### config.mk
export PLATFORM = sky130hd
export DESIGN_NAME = ctrlUnit
export DESIGN_NICKNAME = d
export VERILOG_FILES = /design/src/hw/ctrlPkg.sv /design/src/hw/decodeIf.sv /design/src/hw/ctrlEncoder.sv /design/src/hw/ctrlSequencer.sv /design/src/hw/ctrlUnit.sv /design/src/hw/instrDecoder.sv
export SDC_FILE = /design/constraint.sdc
export NUM_CORES = 1
export LEC_CHECK = 0
export BUFFER_PORTS_ARGS = -buffer_cell sky130_fd_sc_hd__buf_2
export CAP_MARGIN = 5
export CORE_MARGIN = 2
export CORE_UTILIZATION = 25
export CTS_CLUSTER_SIZE = 20
export DETAILED_ROUTE_END_ITERATION = 10
export GPL_ROUTABILITY_DRIVEN = 0
export GPL_TIMING_DRIVEN = 0
export PLACE_DENSITY = 0.42
export SYNTH_ARGS = -nofsm -noshare
export SYNTH_HDL_FRONTEND = slang
export SYNTH_SLANG_ARGS = --single-unit
### constraint.sdc
create_clock -name clk -period 2.6 [get_ports clk]
set_input_delay 0.52 -clock clk [delete_from_list [all_inputs] [get_ports clk]]
set_output_delay 0.52 -clock clk [all_outputs]
set_load 0.01 [all_outputs]
### src/hw/ctrlPkg.sv
package ctrlPkg;

    typedef logic [5:0] opcodeT;
    typedef logic [5:0] functT;
    typedef logic [2:0] aluCtrlT;
    typedef logic [1:0] aluSrcAT;
    typedef logic [1:0] aluSrcBT;
    typedef logic [2:0] regDstT;
    typedef logic [3:0] memToRegT;
    typedef logic [2:0] pcSourceT;
    typedef logic [2:0] iordT;

    typedef enum logic [3:0] {
        aluReg, aluImm, setLess, jumpReg, jump,
        branchEq, branchNe, branchGt, branchLe,
        load, store, mult, div, illegal
    } instrClassT;

    typedef enum logic [4:0] {
        fetchAddr, fetchPc, fetchIr, decodeTarget, decodeRegs, execute,
        aluResult, regWriteback, branchCompare, branchTake,
        memAddr, memWait, loadWriteback, storeWrite,
        multWait, divWait, hiloWrite, excEpc, excVector, excJump, done
    } ctrlStateT;

    // opcodes
    localparam opcodeT opRType = 6'h00;
    localparam opcodeT opJ     = 6'h02;
    localparam opcodeT opBeq   = 6'h04;
    localparam opcodeT opBne   = 6'h05;
    localparam opcodeT opBle   = 6'h06;
    localparam opcodeT opBgt   = 6'h07;
    localparam opcodeT opAddi  = 6'h08;
    localparam opcodeT opAddiu = 6'h09;
    localparam opcodeT opSlti  = 6'h0a;
    localparam opcodeT opLw    = 6'h23;
    localparam opcodeT opSw    = 6'h2b;

    // R-type funct
    localparam functT fnJr   = 6'h08;
    localparam functT fnMult = 6'h18;
    localparam functT fnDiv  = 6'h1a;
    localparam functT fnAdd  = 6'h20;
    localparam functT fnSub  = 6'h22;
    localparam functT fnAnd  = 6'h24;
    localparam functT fnSlt  = 6'h2a;

    localparam aluCtrlT aluPassA   = 3'd0;
    localparam aluCtrlT aluAdd     = 3'd1;
    localparam aluCtrlT aluSub     = 3'd2;
    localparam aluCtrlT aluAnd     = 3'd3;
    localparam aluCtrlT aluCompare = 3'd7;

    localparam aluSrcAT srcAPc   = 2'd0;
    localparam aluSrcAT srcARegA = 2'd1;

    localparam aluSrcBT srcBRegB   = 2'd0;
    localparam aluSrcBT srcBFour   = 2'd1;
    localparam aluSrcBT srcBImm    = 2'd2;
    localparam aluSrcBT srcBBranch = 2'd3; // imm shifted by two

    localparam regDstT regDstRt = 3'd0;
    localparam regDstT regDstRd = 3'd1;

    localparam memToRegT memToRegAluOut = 4'd0;
    localparam memToRegT memToRegMem    = 4'd1;
    localparam memToRegT memToRegLess   = 4'd4;

    localparam pcSourceT pcFromMem    = 3'd0;
    localparam pcSourceT pcFromAlu    = 3'd1;
    localparam pcSourceT pcFromBranch = 3'd2;
    localparam pcSourceT pcFromJump   = 3'd3;

    localparam iordT iordPc          = 3'd0;
    localparam iordT iordAlu         = 3'd1;
    localparam iordT iordAluOut      = 3'd2;
    localparam iordT iordVecOpcode   = 3'd3;
    localparam iordT iordVecOverflow = 3'd4;
    localparam iordT iordVecDivZero  = 3'd5;

    localparam logic hiloFromMult = 1'b0;
    localparam logic hiloFromDiv  = 1'b1;

endpackage

### src/hw/decodeIf.sv
`timescale 1ns/10ps

interface decodeIf;

    ctrlPkg::instrClassT instrClass;
    ctrlPkg::aluCtrlT aluOp;
    logic writeRt;      // destination is rt
    logic trapOverflow;

    modport source (output instrClass, aluOp, writeRt, trapOverflow);

    modport seq (input instrClass, trapOverflow);

    // class needed for strobes and single-cycle writes in execute
    modport enc (input instrClass, aluOp, writeRt);

endinterface

### src/hw/ctrlEncoder.sv
`timescale 1ns/10ps

module ctrlEncoder (
    input logic clk,
    input ctrlPkg::ctrlStateT state,
    decodeIf.enc dec,
    output logic memWrite,
    output logic pcWrite,
    output logic irWrite,
    output logic regWrite,
    output logic abWrite,
    output logic aluOutWrite,
    output logic hiloWrite,
    output logic epcWrite,
    output logic multStart,
    output logic divStart,
    output ctrlPkg::aluCtrlT aluControl,
    output ctrlPkg::aluSrcAT aluSrcA,
    output ctrlPkg::aluSrcBT aluSrcB,
    output ctrlPkg::regDstT regDst,
    output ctrlPkg::memToRegT memToReg,
    output ctrlPkg::pcSourceT pcSource,
    output ctrlPkg::iordT iord,
    output logic hiloSelect
);

    ctrlPkg::ctrlStateT lastState;
    ctrlPkg::iordT excCause;
    ctrlPkg::aluSrcBT regSrcB;
    ctrlPkg::regDstT destSel;

    assign regSrcB = dec.writeRt ? ctrlPkg::srcBImm : ctrlPkg::srcBRegB;
    assign destSel = dec.writeRt ? ctrlPkg::regDstRt : ctrlPkg::regDstRd;

    always_ff @(posedge clk) begin
        lastState <= state;
    end

    // vector picked by the state that trapped
    always_ff @(posedge clk) begin
        if (state == ctrlPkg::excEpc) begin
            case (lastState)
                ctrlPkg::aluResult: excCause <= ctrlPkg::iordVecOverflow;
                ctrlPkg::divWait: excCause <= ctrlPkg::iordVecDivZero;
                default: excCause <= ctrlPkg::iordVecOpcode;
            endcase
        end
    end

    always_comb begin
        {memWrite, pcWrite, irWrite, regWrite, abWrite} = '0;
        {aluOutWrite, hiloWrite, epcWrite, multStart, divStart} = '0;
        aluControl = ctrlPkg::aluAdd;   // PC + 4 unless told otherwise
        aluSrcA = ctrlPkg::srcAPc;
        aluSrcB = ctrlPkg::srcBFour;
        regDst = ctrlPkg::regDstRt;
        memToReg = ctrlPkg::memToRegAluOut;
        pcSource = ctrlPkg::pcFromAlu;
        iord = ctrlPkg::iordPc;
        hiloSelect = (dec.instrClass == ctrlPkg::div) ? ctrlPkg::hiloFromDiv
                                                      : ctrlPkg::hiloFromMult;
        case (state)
            ctrlPkg::fetchPc: pcWrite = 1'b1;
            ctrlPkg::fetchIr: irWrite = 1'b1;
            ctrlPkg::decodeTarget: begin
                aluSrcB = ctrlPkg::srcBBranch; // branch target into ALUOut
                aluOutWrite = 1'b1;
            end
            ctrlPkg::decodeRegs: abWrite = 1'b1;
            ctrlPkg::execute: begin
                aluControl = dec.aluOp;
                aluSrcA = ctrlPkg::srcARegA;
                aluSrcB = ctrlPkg::srcBRegB;
                case (dec.instrClass)
                    ctrlPkg::aluReg, ctrlPkg::aluImm: begin
                        aluSrcB = regSrcB;
                        aluOutWrite = 1'b1;
                    end
                    ctrlPkg::load, ctrlPkg::store: begin
                        aluSrcB = ctrlPkg::srcBImm;
                        aluOutWrite = 1'b1;
                    end
                    ctrlPkg::setLess: begin
                        aluSrcB = regSrcB;
                        regWrite = 1'b1;
                        regDst = destSel;
                        memToReg = ctrlPkg::memToRegLess;
                    end
                    ctrlPkg::jumpReg: pcWrite = 1'b1;
                    ctrlPkg::jump: begin
                        pcWrite = 1'b1;
                        pcSource = ctrlPkg::pcFromJump;
                    end
                    ctrlPkg::mult: multStart = 1'b1;
                    ctrlPkg::div: divStart = 1'b1;
                    default: ;
                endcase
            end
            ctrlPkg::aluResult: begin
                aluControl = dec.aluOp; // hold inputs so overflow stays valid
                aluSrcA = ctrlPkg::srcARegA;
                aluSrcB = regSrcB;
            end
            ctrlPkg::regWriteback: begin
                regWrite = 1'b1;
                regDst = destSel;
            end
            ctrlPkg::branchCompare: begin
                aluControl = dec.aluOp;
                aluSrcA = ctrlPkg::srcARegA;
                aluSrcB = ctrlPkg::srcBRegB;
            end
            ctrlPkg::branchTake: begin
                pcWrite = 1'b1;
                pcSource = ctrlPkg::pcFromBranch;
            end
            ctrlPkg::memAddr: begin
                iord = ctrlPkg::iordAlu;
                aluSrcA = ctrlPkg::srcARegA;
                aluSrcB = ctrlPkg::srcBImm;
            end
            ctrlPkg::memWait: begin
                if (dec.instrClass == ctrlPkg::load || dec.instrClass == ctrlPkg::store)
                    iord = ctrlPkg::iordAluOut;
                else
                    iord = excCause;
            end
            ctrlPkg::loadWriteback: begin
                iord = ctrlPkg::iordAluOut;
                regWrite = 1'b1;
                regDst = destSel;
                memToReg = ctrlPkg::memToRegMem;
            end
            ctrlPkg::storeWrite: begin
                iord = ctrlPkg::iordAluOut;
                memWrite = 1'b1;
            end
            ctrlPkg::hiloWrite: hiloWrite = 1'b1;
            ctrlPkg::excEpc: begin
                aluControl = ctrlPkg::aluSub; // PC - 4 back to the faulting instr
                epcWrite = 1'b1;
            end
            ctrlPkg::excVector: iord = excCause;
            ctrlPkg::excJump: begin
                iord = excCause;
                pcWrite = 1'b1;
                pcSource = ctrlPkg::pcFromMem;
            end
            default: ;
        endcase
    end

endmodule

### src/hw/ctrlSequencer.sv
`timescale 1ns/10ps

module ctrlSequencer #(
    parameter int MemWaitCycles = 2
) (
    input logic clk,
    input logic reset,
    decodeIf.seq dec,
    input logic overflow,
    input logic equal,
    input logic greater,
    input logic multDone,
    input logic divDone,
    input logic divZero,
    output ctrlPkg::ctrlStateT state
);

    localparam int WaitW = (MemWaitCycles > 1) ? $clog2(MemWaitCycles) : 1;
    localparam logic [WaitW-1:0] lastWait = WaitW'(MemWaitCycles - 1);

    ctrlPkg::ctrlStateT nextState;
    logic [WaitW-1:0] waitCount;
    logic branchTaken;

    // branch condition from the ALU compare flags
    always_comb begin
        case (dec.instrClass)
            ctrlPkg::branchEq: branchTaken = equal;
            ctrlPkg::branchNe: branchTaken = !equal;
            ctrlPkg::branchGt: branchTaken = greater;
            ctrlPkg::branchLe: branchTaken = !greater;
            default: branchTaken = 1'b0;
        endcase
    end

    always_comb begin
        nextState = state;
        case (state)
            ctrlPkg::fetchAddr: nextState = ctrlPkg::fetchPc;
            ctrlPkg::fetchPc: nextState = ctrlPkg::fetchIr;
            ctrlPkg::fetchIr: nextState = ctrlPkg::decodeTarget;
            ctrlPkg::decodeTarget: nextState = ctrlPkg::decodeRegs;
            ctrlPkg::decodeRegs: nextState = ctrlPkg::execute;
            ctrlPkg::execute: begin
                case (dec.instrClass)
                    ctrlPkg::aluReg, ctrlPkg::aluImm: nextState = ctrlPkg::aluResult;
                    ctrlPkg::setLess, ctrlPkg::jumpReg,
                    ctrlPkg::jump: nextState = ctrlPkg::done;
                    ctrlPkg::branchEq, ctrlPkg::branchNe, ctrlPkg::branchGt,
                    ctrlPkg::branchLe: nextState = ctrlPkg::branchCompare;
                    ctrlPkg::load, ctrlPkg::store: nextState = ctrlPkg::memAddr;
                    ctrlPkg::mult: nextState = ctrlPkg::multWait;
                    ctrlPkg::div: nextState = ctrlPkg::divWait;
                    default: nextState = ctrlPkg::excEpc; // unknown opcode
                endcase
            end
            ctrlPkg::aluResult: begin
                if (dec.trapOverflow && overflow) nextState = ctrlPkg::excEpc;
                else nextState = ctrlPkg::regWriteback;
            end
            ctrlPkg::regWriteback: nextState = ctrlPkg::done;
            ctrlPkg::branchCompare: begin
                nextState = branchTaken ? ctrlPkg::branchTake : ctrlPkg::done;
            end
            ctrlPkg::branchTake: nextState = ctrlPkg::done;
            ctrlPkg::memAddr: nextState = ctrlPkg::memWait;
            ctrlPkg::memWait: begin
                // shared by load, store and the exception vector fetch
                if (waitCount == lastWait) begin
                    case (dec.instrClass)
                        ctrlPkg::load: nextState = ctrlPkg::loadWriteback;
                        ctrlPkg::store: nextState = ctrlPkg::storeWrite;
                        default: nextState = ctrlPkg::excJump;
                    endcase
                end
            end
            ctrlPkg::loadWriteback: nextState = ctrlPkg::done;
            ctrlPkg::storeWrite: nextState = ctrlPkg::done;
            ctrlPkg::multWait: if (multDone) nextState = ctrlPkg::hiloWrite;
            ctrlPkg::divWait: begin
                if (divZero) nextState = ctrlPkg::excEpc;
                else if (divDone) nextState = ctrlPkg::hiloWrite;
            end
            ctrlPkg::hiloWrite: nextState = ctrlPkg::done;
            ctrlPkg::excEpc: nextState = ctrlPkg::excVector;
            ctrlPkg::excVector: nextState = ctrlPkg::memWait;
            ctrlPkg::excJump: nextState = ctrlPkg::done;
            default: nextState = ctrlPkg::fetchAddr; // done and stray codes
        endcase
    end

    always_ff @(posedge clk) begin
        if (reset) begin
            state <= ctrlPkg::fetchAddr;
            waitCount <= '0;
        end else begin
            state <= nextState;
            if (state == ctrlPkg::memWait) waitCount <= waitCount + 1'b1;
            else waitCount <= '0;
        end
    end

endmodule

### src/hw/ctrlUnit.sv
`timescale 1ns/10ps

module ctrlUnit #(
    parameter int MemWaitCycles = 2
) (
    input logic clk,
    input logic reset,
    input ctrlPkg::opcodeT opcode,
    input ctrlPkg::functT funct,
    input logic overflow,
    input logic equal,
    input logic greater,
    input logic multDone,
    input logic divDone,
    input logic divZero,
    output logic memWrite,
    output logic pcWrite,
    output logic irWrite,
    output logic regWrite,
    output logic abWrite,
    output logic aluOutWrite,
    output logic hiloWrite,
    output logic epcWrite,
    output logic multStart,
    output logic divStart,
    output ctrlPkg::aluCtrlT aluControl,
    output ctrlPkg::aluSrcAT aluSrcA,
    output ctrlPkg::aluSrcBT aluSrcB,
    output ctrlPkg::regDstT regDst,
    output ctrlPkg::memToRegT memToReg,
    output ctrlPkg::pcSourceT pcSource,
    output ctrlPkg::iordT iord,
    output logic hiloSelect
);

    ctrlPkg::ctrlStateT state;

    decodeIf decBus ();

    instrDecoder u_instrDecoder (.opcode(opcode), .funct(funct), .dec(decBus.source));

    ctrlSequencer #(.MemWaitCycles(MemWaitCycles)) u_ctrlSequencer (
        .clk(clk), .reset(reset), .dec(decBus.seq),
        .overflow(overflow), .equal(equal), .greater(greater),
        .multDone(multDone), .divDone(divDone), .divZero(divZero),
        .state(state)
    );

    // outputs follow the current state
    ctrlEncoder u_ctrlEncoder (
        .clk(clk), .state(state), .dec(decBus.enc),
        .memWrite(memWrite), .pcWrite(pcWrite), .irWrite(irWrite), .regWrite(regWrite),
        .abWrite(abWrite), .aluOutWrite(aluOutWrite), .hiloWrite(hiloWrite),
        .epcWrite(epcWrite), .multStart(multStart), .divStart(divStart),
        .aluControl(aluControl), .aluSrcA(aluSrcA), .aluSrcB(aluSrcB), .regDst(regDst),
        .memToReg(memToReg), .pcSource(pcSource), .iord(iord), .hiloSelect(hiloSelect)
    );

endmodule

### src/hw/instrDecoder.sv
`timescale 1ns/10ps

module instrDecoder (
    input ctrlPkg::opcodeT opcode,
    input ctrlPkg::functT funct,
    decodeIf.source dec
);

    always_comb begin
        dec.instrClass = ctrlPkg::illegal;
        dec.aluOp = ctrlPkg::aluPassA;
        dec.writeRt = 1'b0;
        dec.trapOverflow = 1'b0;
        case (opcode)
            ctrlPkg::opRType: begin
                case (funct)
                    ctrlPkg::fnAdd: begin
                        dec.instrClass = ctrlPkg::aluReg;
                        dec.aluOp = ctrlPkg::aluAdd;
                        dec.trapOverflow = 1'b1;
                    end
                    ctrlPkg::fnSub: begin
                        dec.instrClass = ctrlPkg::aluReg;
                        dec.aluOp = ctrlPkg::aluSub;
                        dec.trapOverflow = 1'b1;
                    end
                    ctrlPkg::fnAnd: begin
                        dec.instrClass = ctrlPkg::aluReg;
                        dec.aluOp = ctrlPkg::aluAnd;
                    end
                    ctrlPkg::fnSlt: begin
                        dec.instrClass = ctrlPkg::setLess;
                        dec.aluOp = ctrlPkg::aluCompare;
                    end
                    ctrlPkg::fnJr: dec.instrClass = ctrlPkg::jumpReg; // pass A to pc
                    ctrlPkg::fnMult: dec.instrClass = ctrlPkg::mult;
                    ctrlPkg::fnDiv: dec.instrClass = ctrlPkg::div;
                    default: dec.instrClass = ctrlPkg::illegal;
                endcase
            end
            ctrlPkg::opAddi, ctrlPkg::opAddiu: begin
                dec.instrClass = ctrlPkg::aluImm;
                dec.aluOp = ctrlPkg::aluAdd;
                dec.writeRt = 1'b1;
                dec.trapOverflow = (opcode == ctrlPkg::opAddi); // addiu never traps
            end
            ctrlPkg::opSlti: begin
                dec.instrClass = ctrlPkg::setLess;
                dec.aluOp = ctrlPkg::aluCompare;
                dec.writeRt = 1'b1;
            end
            ctrlPkg::opBeq: begin
                dec.instrClass = ctrlPkg::branchEq;
                dec.aluOp = ctrlPkg::aluCompare;
            end
            ctrlPkg::opBne: begin
                dec.instrClass = ctrlPkg::branchNe;
                dec.aluOp = ctrlPkg::aluCompare;
            end
            ctrlPkg::opBgt: begin
                dec.instrClass = ctrlPkg::branchGt;
                dec.aluOp = ctrlPkg::aluCompare;
            end
            ctrlPkg::opBle: begin
                dec.instrClass = ctrlPkg::branchLe;
                dec.aluOp = ctrlPkg::aluCompare;
            end
            ctrlPkg::opLw: begin
                dec.instrClass = ctrlPkg::load;
                dec.aluOp = ctrlPkg::aluAdd;
                dec.writeRt = 1'b1;
            end
            ctrlPkg::opSw: begin
                dec.instrClass = ctrlPkg::store;
                dec.aluOp = ctrlPkg::aluAdd;
            end
            ctrlPkg::opJ: dec.instrClass = ctrlPkg::jump;
            default: dec.instrClass = ctrlPkg::illegal;
        endcase
    end

endmodule

==> results of run 1 <==
[final timing paths]
check	end	cells after the start
worst min register to register	u_ctrlEncoder.lastState[1]	0
worst min-delay path	u_ctrlEncoder.lastState[1]	0
worst max register to register	u_ctrlSequencer.state[2]	7
worst max-delay path	regDst[0]	10
[stage by stage]
step                      total power [mW]  hold WS [ps]  cells  setup slack [ps]
final                                1.233         382.5    477            -408.3
after detailed placement            0.9921         341.3    446            -685.4
after floorplan                     0.7818         329.0    306            -143.4
after CTS                            1.203         356.0    472            -379.0
after global routing                 1.333         386.3    477            -522.6
after global placement               1.001         338.2    446            -694.9
[per-layer routing]
| layer | vias to the layer above | track usage | part of all wire |
|---|---|---|---|
| met5 | - | 0 | 0 |
| met4 | 0 | 0.03986 | 0.023 |
| met3 | 16 | 0.01685 | 0.044 |
| met2 | 82 | 0.3161 | 0.50 |
| met1 | 1169 | 0.2236 | 0.44 |
| li1 | 1227 | - | - |
[state kept, by name, summed over array words and instances, names as in the netlist]
name	flops
u_ctrlSequencer.state	5
u_ctrlEncoder.excCause	3
u_ctrlEncoder.lastState	5
u_ctrlSequencer.waitCount	1
[power by group through the flow]
stage                     clock (mW)  sequential [mW]  combinational (mW)
after floorplan                    0            0.278               0.503
after global placement             0            0.286               0.715
after detailed placement           0            0.286               0.706
after CTS                      0.178            0.299               0.726
after global routing           0.186            0.310               0.836
final                          0.173            0.306               0.754
[cell usage in the layout, fill, tap and decap left out, drive strengths merged, types with 4 or more instances in the layout]
| cell | synthesis | final |
|---|---|---|
| a21o | 5 | 5 |
| nand2b | 11 | 11 |
| clkbuf | 12 | 10 |
| nor4 | 6 | 6 |
| nor2b | 6 | 6 |
| and2 | 5 | 5 |
| xnor2 | 4 | 4 |
| a21oi | 22 | 22 |
| nand2 | 39 | 39 |
| xor2 | 4 | 4 |
| conb | 1 | 6 |
| nor3b | 7 | 7 |
| dfxtp | 11 | 11 |
| inv | 8 | 8 |
| nor3 | 7 | 7 |
| buf | 20 | 90 |
| o21ai | 17 | 17 |
| a31oi | 9 | 9 |
| nand3 | 7 | 7 |
| nor2 | 35 | 35 |
[cell usage after synthesis (all sizes together), types with 7 or more instances]
library cell,number,area (sq um)
nand2,39,146.4
nor2,35,131.4
a21oi,22,110.1
buf,20,117.6
o21ai,17,88.84
clkbuf,12,45.04
dfxtp,11,220.2
nand2b,11,71.32
a31oi,9,56.30
inv,8,30.03
nand3,7,35.03
nor3,7,35.03
nor3b,7,67.57
[layout make-up]
class / instances / share of cell area
multi-input combinational: 251 / 0.5974
inverter: 9 / 0.01174
timing repair buffer: 68 / 0.1522
tap: 102 / 0.04435
sequential: 14 / 0.1078
clock buffer: 3 / 0.01435
buffer: 29 / 0.07087
clock inverter: 1 / 0.001304
[cells by family (layout without fill, tap and decap cells)]
| logic type | Yosys count | in the layout |
|---|---|---|
| buf+inv | 41 | 110 |
| other cells | 1 | 6 |
| simple gates | 139 | 139 |
| compound gates | 94 | 94 |
| fa+ha+maj | 1 | 1 |
| xor+xnor | 8 | 8 |
| mux | 3 | 3 |
| flops | 14 | 14 |
[timing repair]
action,CTS,global route
gates resized for setup,27,28
endpoints found under the setup margin,19,19
pin swaps,10,4
gates cloned,0,0
buffers inserted,24,6
==> summary.md, run 1 <==
| Metric | Value |
|---|---|
| Largest buffer count on any clock path | `2` |
| Fraction of registers with async set/reset | `0` |
| Vias in the first global route | `2472` |
| # rows | `32` |
| Synth Area in Compound Gates | `0.3297` |
| Critical Path Start | `opcode[1]` |
| Mapped cell area | `0.002038 sq mm` |
| DR DRC count | `0` |
| Fin. max-slew vios | `0` |
| Post-synthesis cell count | `301` |
| Layout cells sized above 1 | `0.3707` |
| Crit. End Element | `primary output` |
| Finished Core Util | `0.3686` |
| Clk slew on worst S/H paths | `50 ps` |
| Clock power share | `0.141` |
| Crit-path leading delay family | `simple AND/OR/NAND/NOR gates` |
| CP max stage cell | `o41a_1` |
| TritonCTS clock tree | `built` |
| 1st-iter DRT viols | `101` |
| Synth cell types | `71` |
| Arr. time, crit path | `2490 ps` |
| Post-DRT Antenna Nets | `0` |
| VDD IR max | `0.0002018 V` |
| Via count | `2494` |
| Violated checks | `setup timing` |
| Simple-gate share of the synthesized area | `0.3659` |
| TritonRoute pass-1 iters | `4` |
| Max-cap violations | `0` |
| CP bufs+invs | `3` |
| Sequential cell area | `310.3 sq um` |
| Type of origin of the critical path | `input port` |
| RSZ-0062 raised after global routing | `yes` |
| Clock sinks | `14` |
| Cts hold-fix bufs | `0` |
| Drt wl/cell | `15.97 microns` |
| Register area share after synthesis | `0.1522` |
| Port-buffer cells | `38` |
| Period utilization | `1.157` |
| Finish-stage setup viols | `9` |
| Die area | `0.008891 sq mm` |
| CTS Buf Count | `3` |
| DP HPWL | `5.829 mm` |
| Worst r2r src | `u_ctrlSequencer.state[1]` |
| Core area | `0.007807 sq mm` |
| Largest family of logic cells by synthesized area | `simple AND/OR/NAND/NOR gates` |
| # IOs | `51` |
| Yosys warning count | `0` |
| Footprint of the multi-input gates | `0.001719 sq mm` |
| Max Fanout on Critical Path | `8` |
| Antenna cell count | `0` |
| Worst hold path type | `reg -> reg` |
| Post-Syn Area per Cell | `6.771 sq um` |
| Total gr overflow | `0` |
| Reg2reg setup slack | `590 ps` |
| PwrDens | `428.6 mW/mm^2` |
| Post-Synth XOR/XNOR Area | `0.03438` |
| Setup_tns | `-2871 ps` |
| Worst endpoint required time | `2080 ps` |
| Post-placement cell area | `0.002422 sq mm` |
| Starting Density | `0.2611` |
| Maximum level of the CTS H-tree | `1` |
| Gr usage total | `0.1752` |
| Gate power share | `0.612` |
| CP Class | `in -> out` |
| Fillers | `867` |
| Die Wd | `94.29 microns` |
| Critical-path cell list | `buf_4 > nor2b_1 > xnor2_1 > nor4_2 > o41a_1 > buf_6 > nor4_4 > a31o_2 > and2_1 > buf_2` |
| Global-route wire length before repair | `12.58 mm` |
| Area Growth Syn to Fin | `41.19%` |
| Clock Skews | `0.6350 ps` |
| DRT Wirelength | `7.618 mm` |
| Status | `finished, violations left` |
| Slowest cell delay on critical path | `390 ps` |
| Root buf cell | `clkbuf_8` |
| Post-synthesis adder-cell area fraction | `0.004911` |
| Largest net degree at the start of global routing | `12` |
| Final net count | `396` |
| Final worst slack | `-408.3 ps` |
| Seq pwr share | `0.248` |
| Hold Violations, Final | `0` |
| Leakage | `1.213 nW` |
| Max frequency | `0.3324 GHz` |
| Final worst path period need | `3008 ps` |
| Height of the chip | `94.29 microns` |
| Synth Register Bits | `14` |
| Mux cell area share after synthesis | `0.01473` |
| Switching Share | `0.4686` |
| Antenna violations before repair | `0` |
| Avg Vias per Cell | `5.229` |
| EDFF count, synth | `3` |
| Final instance area | `0.002878 sq mm` |
| Clk_lat worst skew | `240 ps` |
| Ys flop type | `dfxtp_1` |
| P_sw | `0.5780 mW` |
| Internal Power | `0.6554 mW` |
| Hold Path Origin | `u_ctrlSequencer.state[1]` |
Note: power is estimated with default switching activity, not from simulation.
==> run 2: changes to the inputs <==
- REMOVE_ABC_BUFFERS: not set -> 1
- SYNTH_HIERARCHICAL: not set -> 1
==> run 2 against run 1 <==
Worst hold slack gained 150 ps. Setup slack lost 190 ps. Sequential share of layout area grew 0.80 points. Synthesized cell count shrank 5.0%. Maximum frequency shrank 6.1%. Clock power is essentially flat. Power grew 30%. The flow still finishes with violations (setup timing). Final cell count shrank 7.1%. Flip-flop and latch count is the same. Critical path depth grew 1. Critical path type unchanged.
==> summary.md, run 2 <==
| Metric | Value |
|---|---|
| Max-cap violations | `0` |
| Fin. max-slew vios | `0` |
| Arr. time, crit path | `2680 ps` |
| Clk_lat worst skew | `240 ps` |
| Worst-Margin Slew | `605.0 ps` |
| DRT Wirelength | `6.496 mm` |
| Clk slew on worst S/H paths | `60 ps` |
| Footprint of the multi-input gates | `0.001738 sq mm` |
| TritonCTS clock tree | `built` |
| Hold Path Origin | `u_ctrlEncoder/lastState[4]` |
| Reg2reg setup slack | `720 ps` |
| DR DRC count | `0` |
| Root buf cell | `clkbuf_8` |
| Final worst slack | `-602.3 ps` |
| Largest net degree at the start of global routing | `36` |
| Finish-stage setup viols | `20` |
| Starting Density | `0.2577` |
| Mapped cell area | `0.002107 sq mm` |
| Fillers | `880` |
| Cts hold-fix bufs | `0` |
| Period utilization | `1.232` |
| Synth top area cells | `dfxtp_1 (10%), nand2b_1 (4.8%), edfxtp_1 (4.3%)` |
| Type of origin of the critical path | `input port` |
| Worst r2r path cells | `5` |
| Hold Violations, Final | `0` |
| Fraction of registers with async set/reset | `0` |
| Core area | `0.008175 sq mm` |
| Non-Filler Instances | `443` |
| Total gr overflow | `0` |
| Max Fanout on Critical Path | `5` |
| 1st-iter DRT viols | `106` |
| Die Wd | `95.81 microns` |
| Final worst path period need | `3202 ps` |
| Global-route wire length before repair | `10.70 mm` |
| Worst hold path type | `reg -> reg` |
| Leakage | `1.078 nW` |
| Most numerous cell in the Yosys netlist | `nor2_1` |
| Register area share after synthesis | `0.1473` |
| Setup_tns | `-8651 ps` |
| Layout cells sized above 1 | `0.3550` |
| CP Class | `in -> out` |
| Worst endpoint required time | `2080 ps` |
| Antenna violations before repair | `0` |
| Clock Skews | `5.085 ps` |
| # IOs | `51` |
| Post-synthesis cell count | `286` |
| Post-DRT Antenna Nets | `0` |
| Pre-CTS WS | `-1321 ps` |
| Via count | `2361` |
| VDD IR max | `0.0002997 V` |
| Slew HR | `0.5967` |
| Yosys warning count | `6` |
| Commonest cells after routing, fill and taps aside | `buf_2 (37), buf_4 (20), nor2_1 (19)` |
| Violated checks | `setup timing` |
| TritonRoute pass-1 iters | `5` |
| Hold Path Sink | `u_ctrlEncoder/excCause[1]` |
| Status | `finished, violations left` |
| Height of the chip | `95.81 microns` |
| DP HPWL | `4.482 mm` |
| RSZ-0062 raised after global routing | `yes` |
| Placed insts | `415` |
| EDFF count, synth | `3` |
| Synth cell types | `76` |
| Top cell type's share of synthesized area | `0.1045` |
| Largest buffer count on any clock path | `2` |
| Top Registers | `u_ctrlEncoder/lastState (5), u_ctrlSequencer/state (5), u_ctrlEncoder/excCause (3)` |
| WHS | `527.7 ps` |
| PwrDens | `580.2 mW/mm^2` |
| CTS Buf Count | `3` |
| Hold path depth | `2` |
| Antenna cell count | `0` |
| Max frequency | `0.3123 GHz` |
| Port-buffer cells | `44` |
| Final net count | `359` |
| Gr usage total | `0.1440` |
| Commonest non-fill, non-tap cell in the layout | `buf_2` |
| Yosys top cell by area | `dfxtp_1` |
| Worst r2r src | `u_ctrlSequencer/state[3]` |
| Clock sinks | `14` |
| Synth Register Bits | `14` |
| Synth top cells by count | `nor2_1 (20), nand2_1 (18), a21oi_1 (17), nor3_1 (17), nand2b_1 (16)` |
| Area Growth Syn to Fin | `30.70%` |
| Vias in the first global route | `2153` |
| Maximum level of the CTS H-tree | `1` |
| Sequential cell area | `319.1 sq um` |
| Crit. End Element | `primary output` |
| Die area | `0.009179 sq mm` |
| Avg Vias per Cell | `5.330` |
| # rows | `33` |
| Post-Syn Area per Cell | `7.367 sq um` |
| Ys flop type | `dfxtp_1` |
| Drt wl/cell | `14.66 microns` |
| Worst R2R End | `u_ctrlSequencer/state[4]` |
==> run 2: cell types whose count changed in the layout (fill, tap and decap cells not counted), sizes merged, moves of 4 or more <==
cell / before / now
and2: 5 / 1
clkbuf: 10 / 4
nor2: 35 / 21
buf: 90 / 68
nand2: 39 / 18
nand2b: 11 / 18
a21oi: 22 / 17
o21ai: 17 / 21
nand4: 1 / 5
nor3: 7 / 18
==> run 2: how the worst max path moves through the flow <==
stage              start         end  slack, ps  cells after the start
2_1_floorplan  opcode[0]   regDst[0]       -990                      8
3_3_place_gp   opcode[2]  aluSrcB[1]      -1910                     10
3_5_place_dp    funct[2]   regDst[0]      -1320                     10
4_1_cts        opcode[0]   regDst[0]       -600                     11
5_1_grt        opcode[0]   regDst[0]       -710                     11
6_report       opcode[0]   regDst[0]       -600                     11
==> run 2: critical path: stages <==
cell and delay [ps]:
buf_8 90, or4_4 550, nor4_4 240, buf_4 180, nand3_4 70, o2111ai_4 300, buf_4 190, nor4_4 50
a31o_4 210, and2b_1 150, buf_2 130
==> run 2: final cells by class <==
cell class / instances / share of cell area
clock inverter: 1 / 0.001363
multi-input combinational: 240 / 0.6311
clock buffer: 3 / 0.01499
sequential: 14 / 0.1159
inverter: 11 / 0.01499
tap: 105 / 0.04771
timing repair buffer: 69 / 0.1740
==> run 2: where the power goes <==
part,internal (mW),switching [mW],leakage (nW)
combinational,0.389,0.469,0.940
clock,0.104,0.0719,0.0231
sequential,0.294,0.270,0.115
==> run 2: kinds of logic after synthesis <==
| family | share of synthesized area |
|---|---|
| AO/OA/AOI/OAI | 0.3023 |
| XOR/XNOR | 0.03326 |
| buffers and inverters | 0.09857 |
| flip-flops | 0.1473 |
| multiplexers | 0.01900 |
| other | 0.001780 |
| AND/OR/NAND/NOR | 0.3979 |
==> run 2: repair_timing <==
item / CTS / global route
setup buffers: 19 / 5
endpoints found under the setup margin: 27 / 23
resized for setup: 41 / 11
pin swaps: 10 / 5
==> run 2: per-stage QoR <==
stage	power [mW]	cell area (sq um)	util
after floorplan	1.063	1959	-
after global placement	1.378	2311	0.2827
after detailed placement	1.363	2318	0.2836
after CTS	1.599	2684	0.3283
after global routing	1.755	2754	0.3369
final	1.598	2754	0.3369
==> run 2: routing by layer <==
| layer | part of all wire | GRT usage | wire, microns |
|---|---|---|---|
| met1 | 0.45 | 0.1907 | 2894 |
| met3 | 0.047 | 0.02036 | 307 |
| met2 | 0.50 | 0.2512 | 3261 |
| met4 | 0.0052 | 0.02381 | 34 |
| met5 | 0 | 0 | 0 |
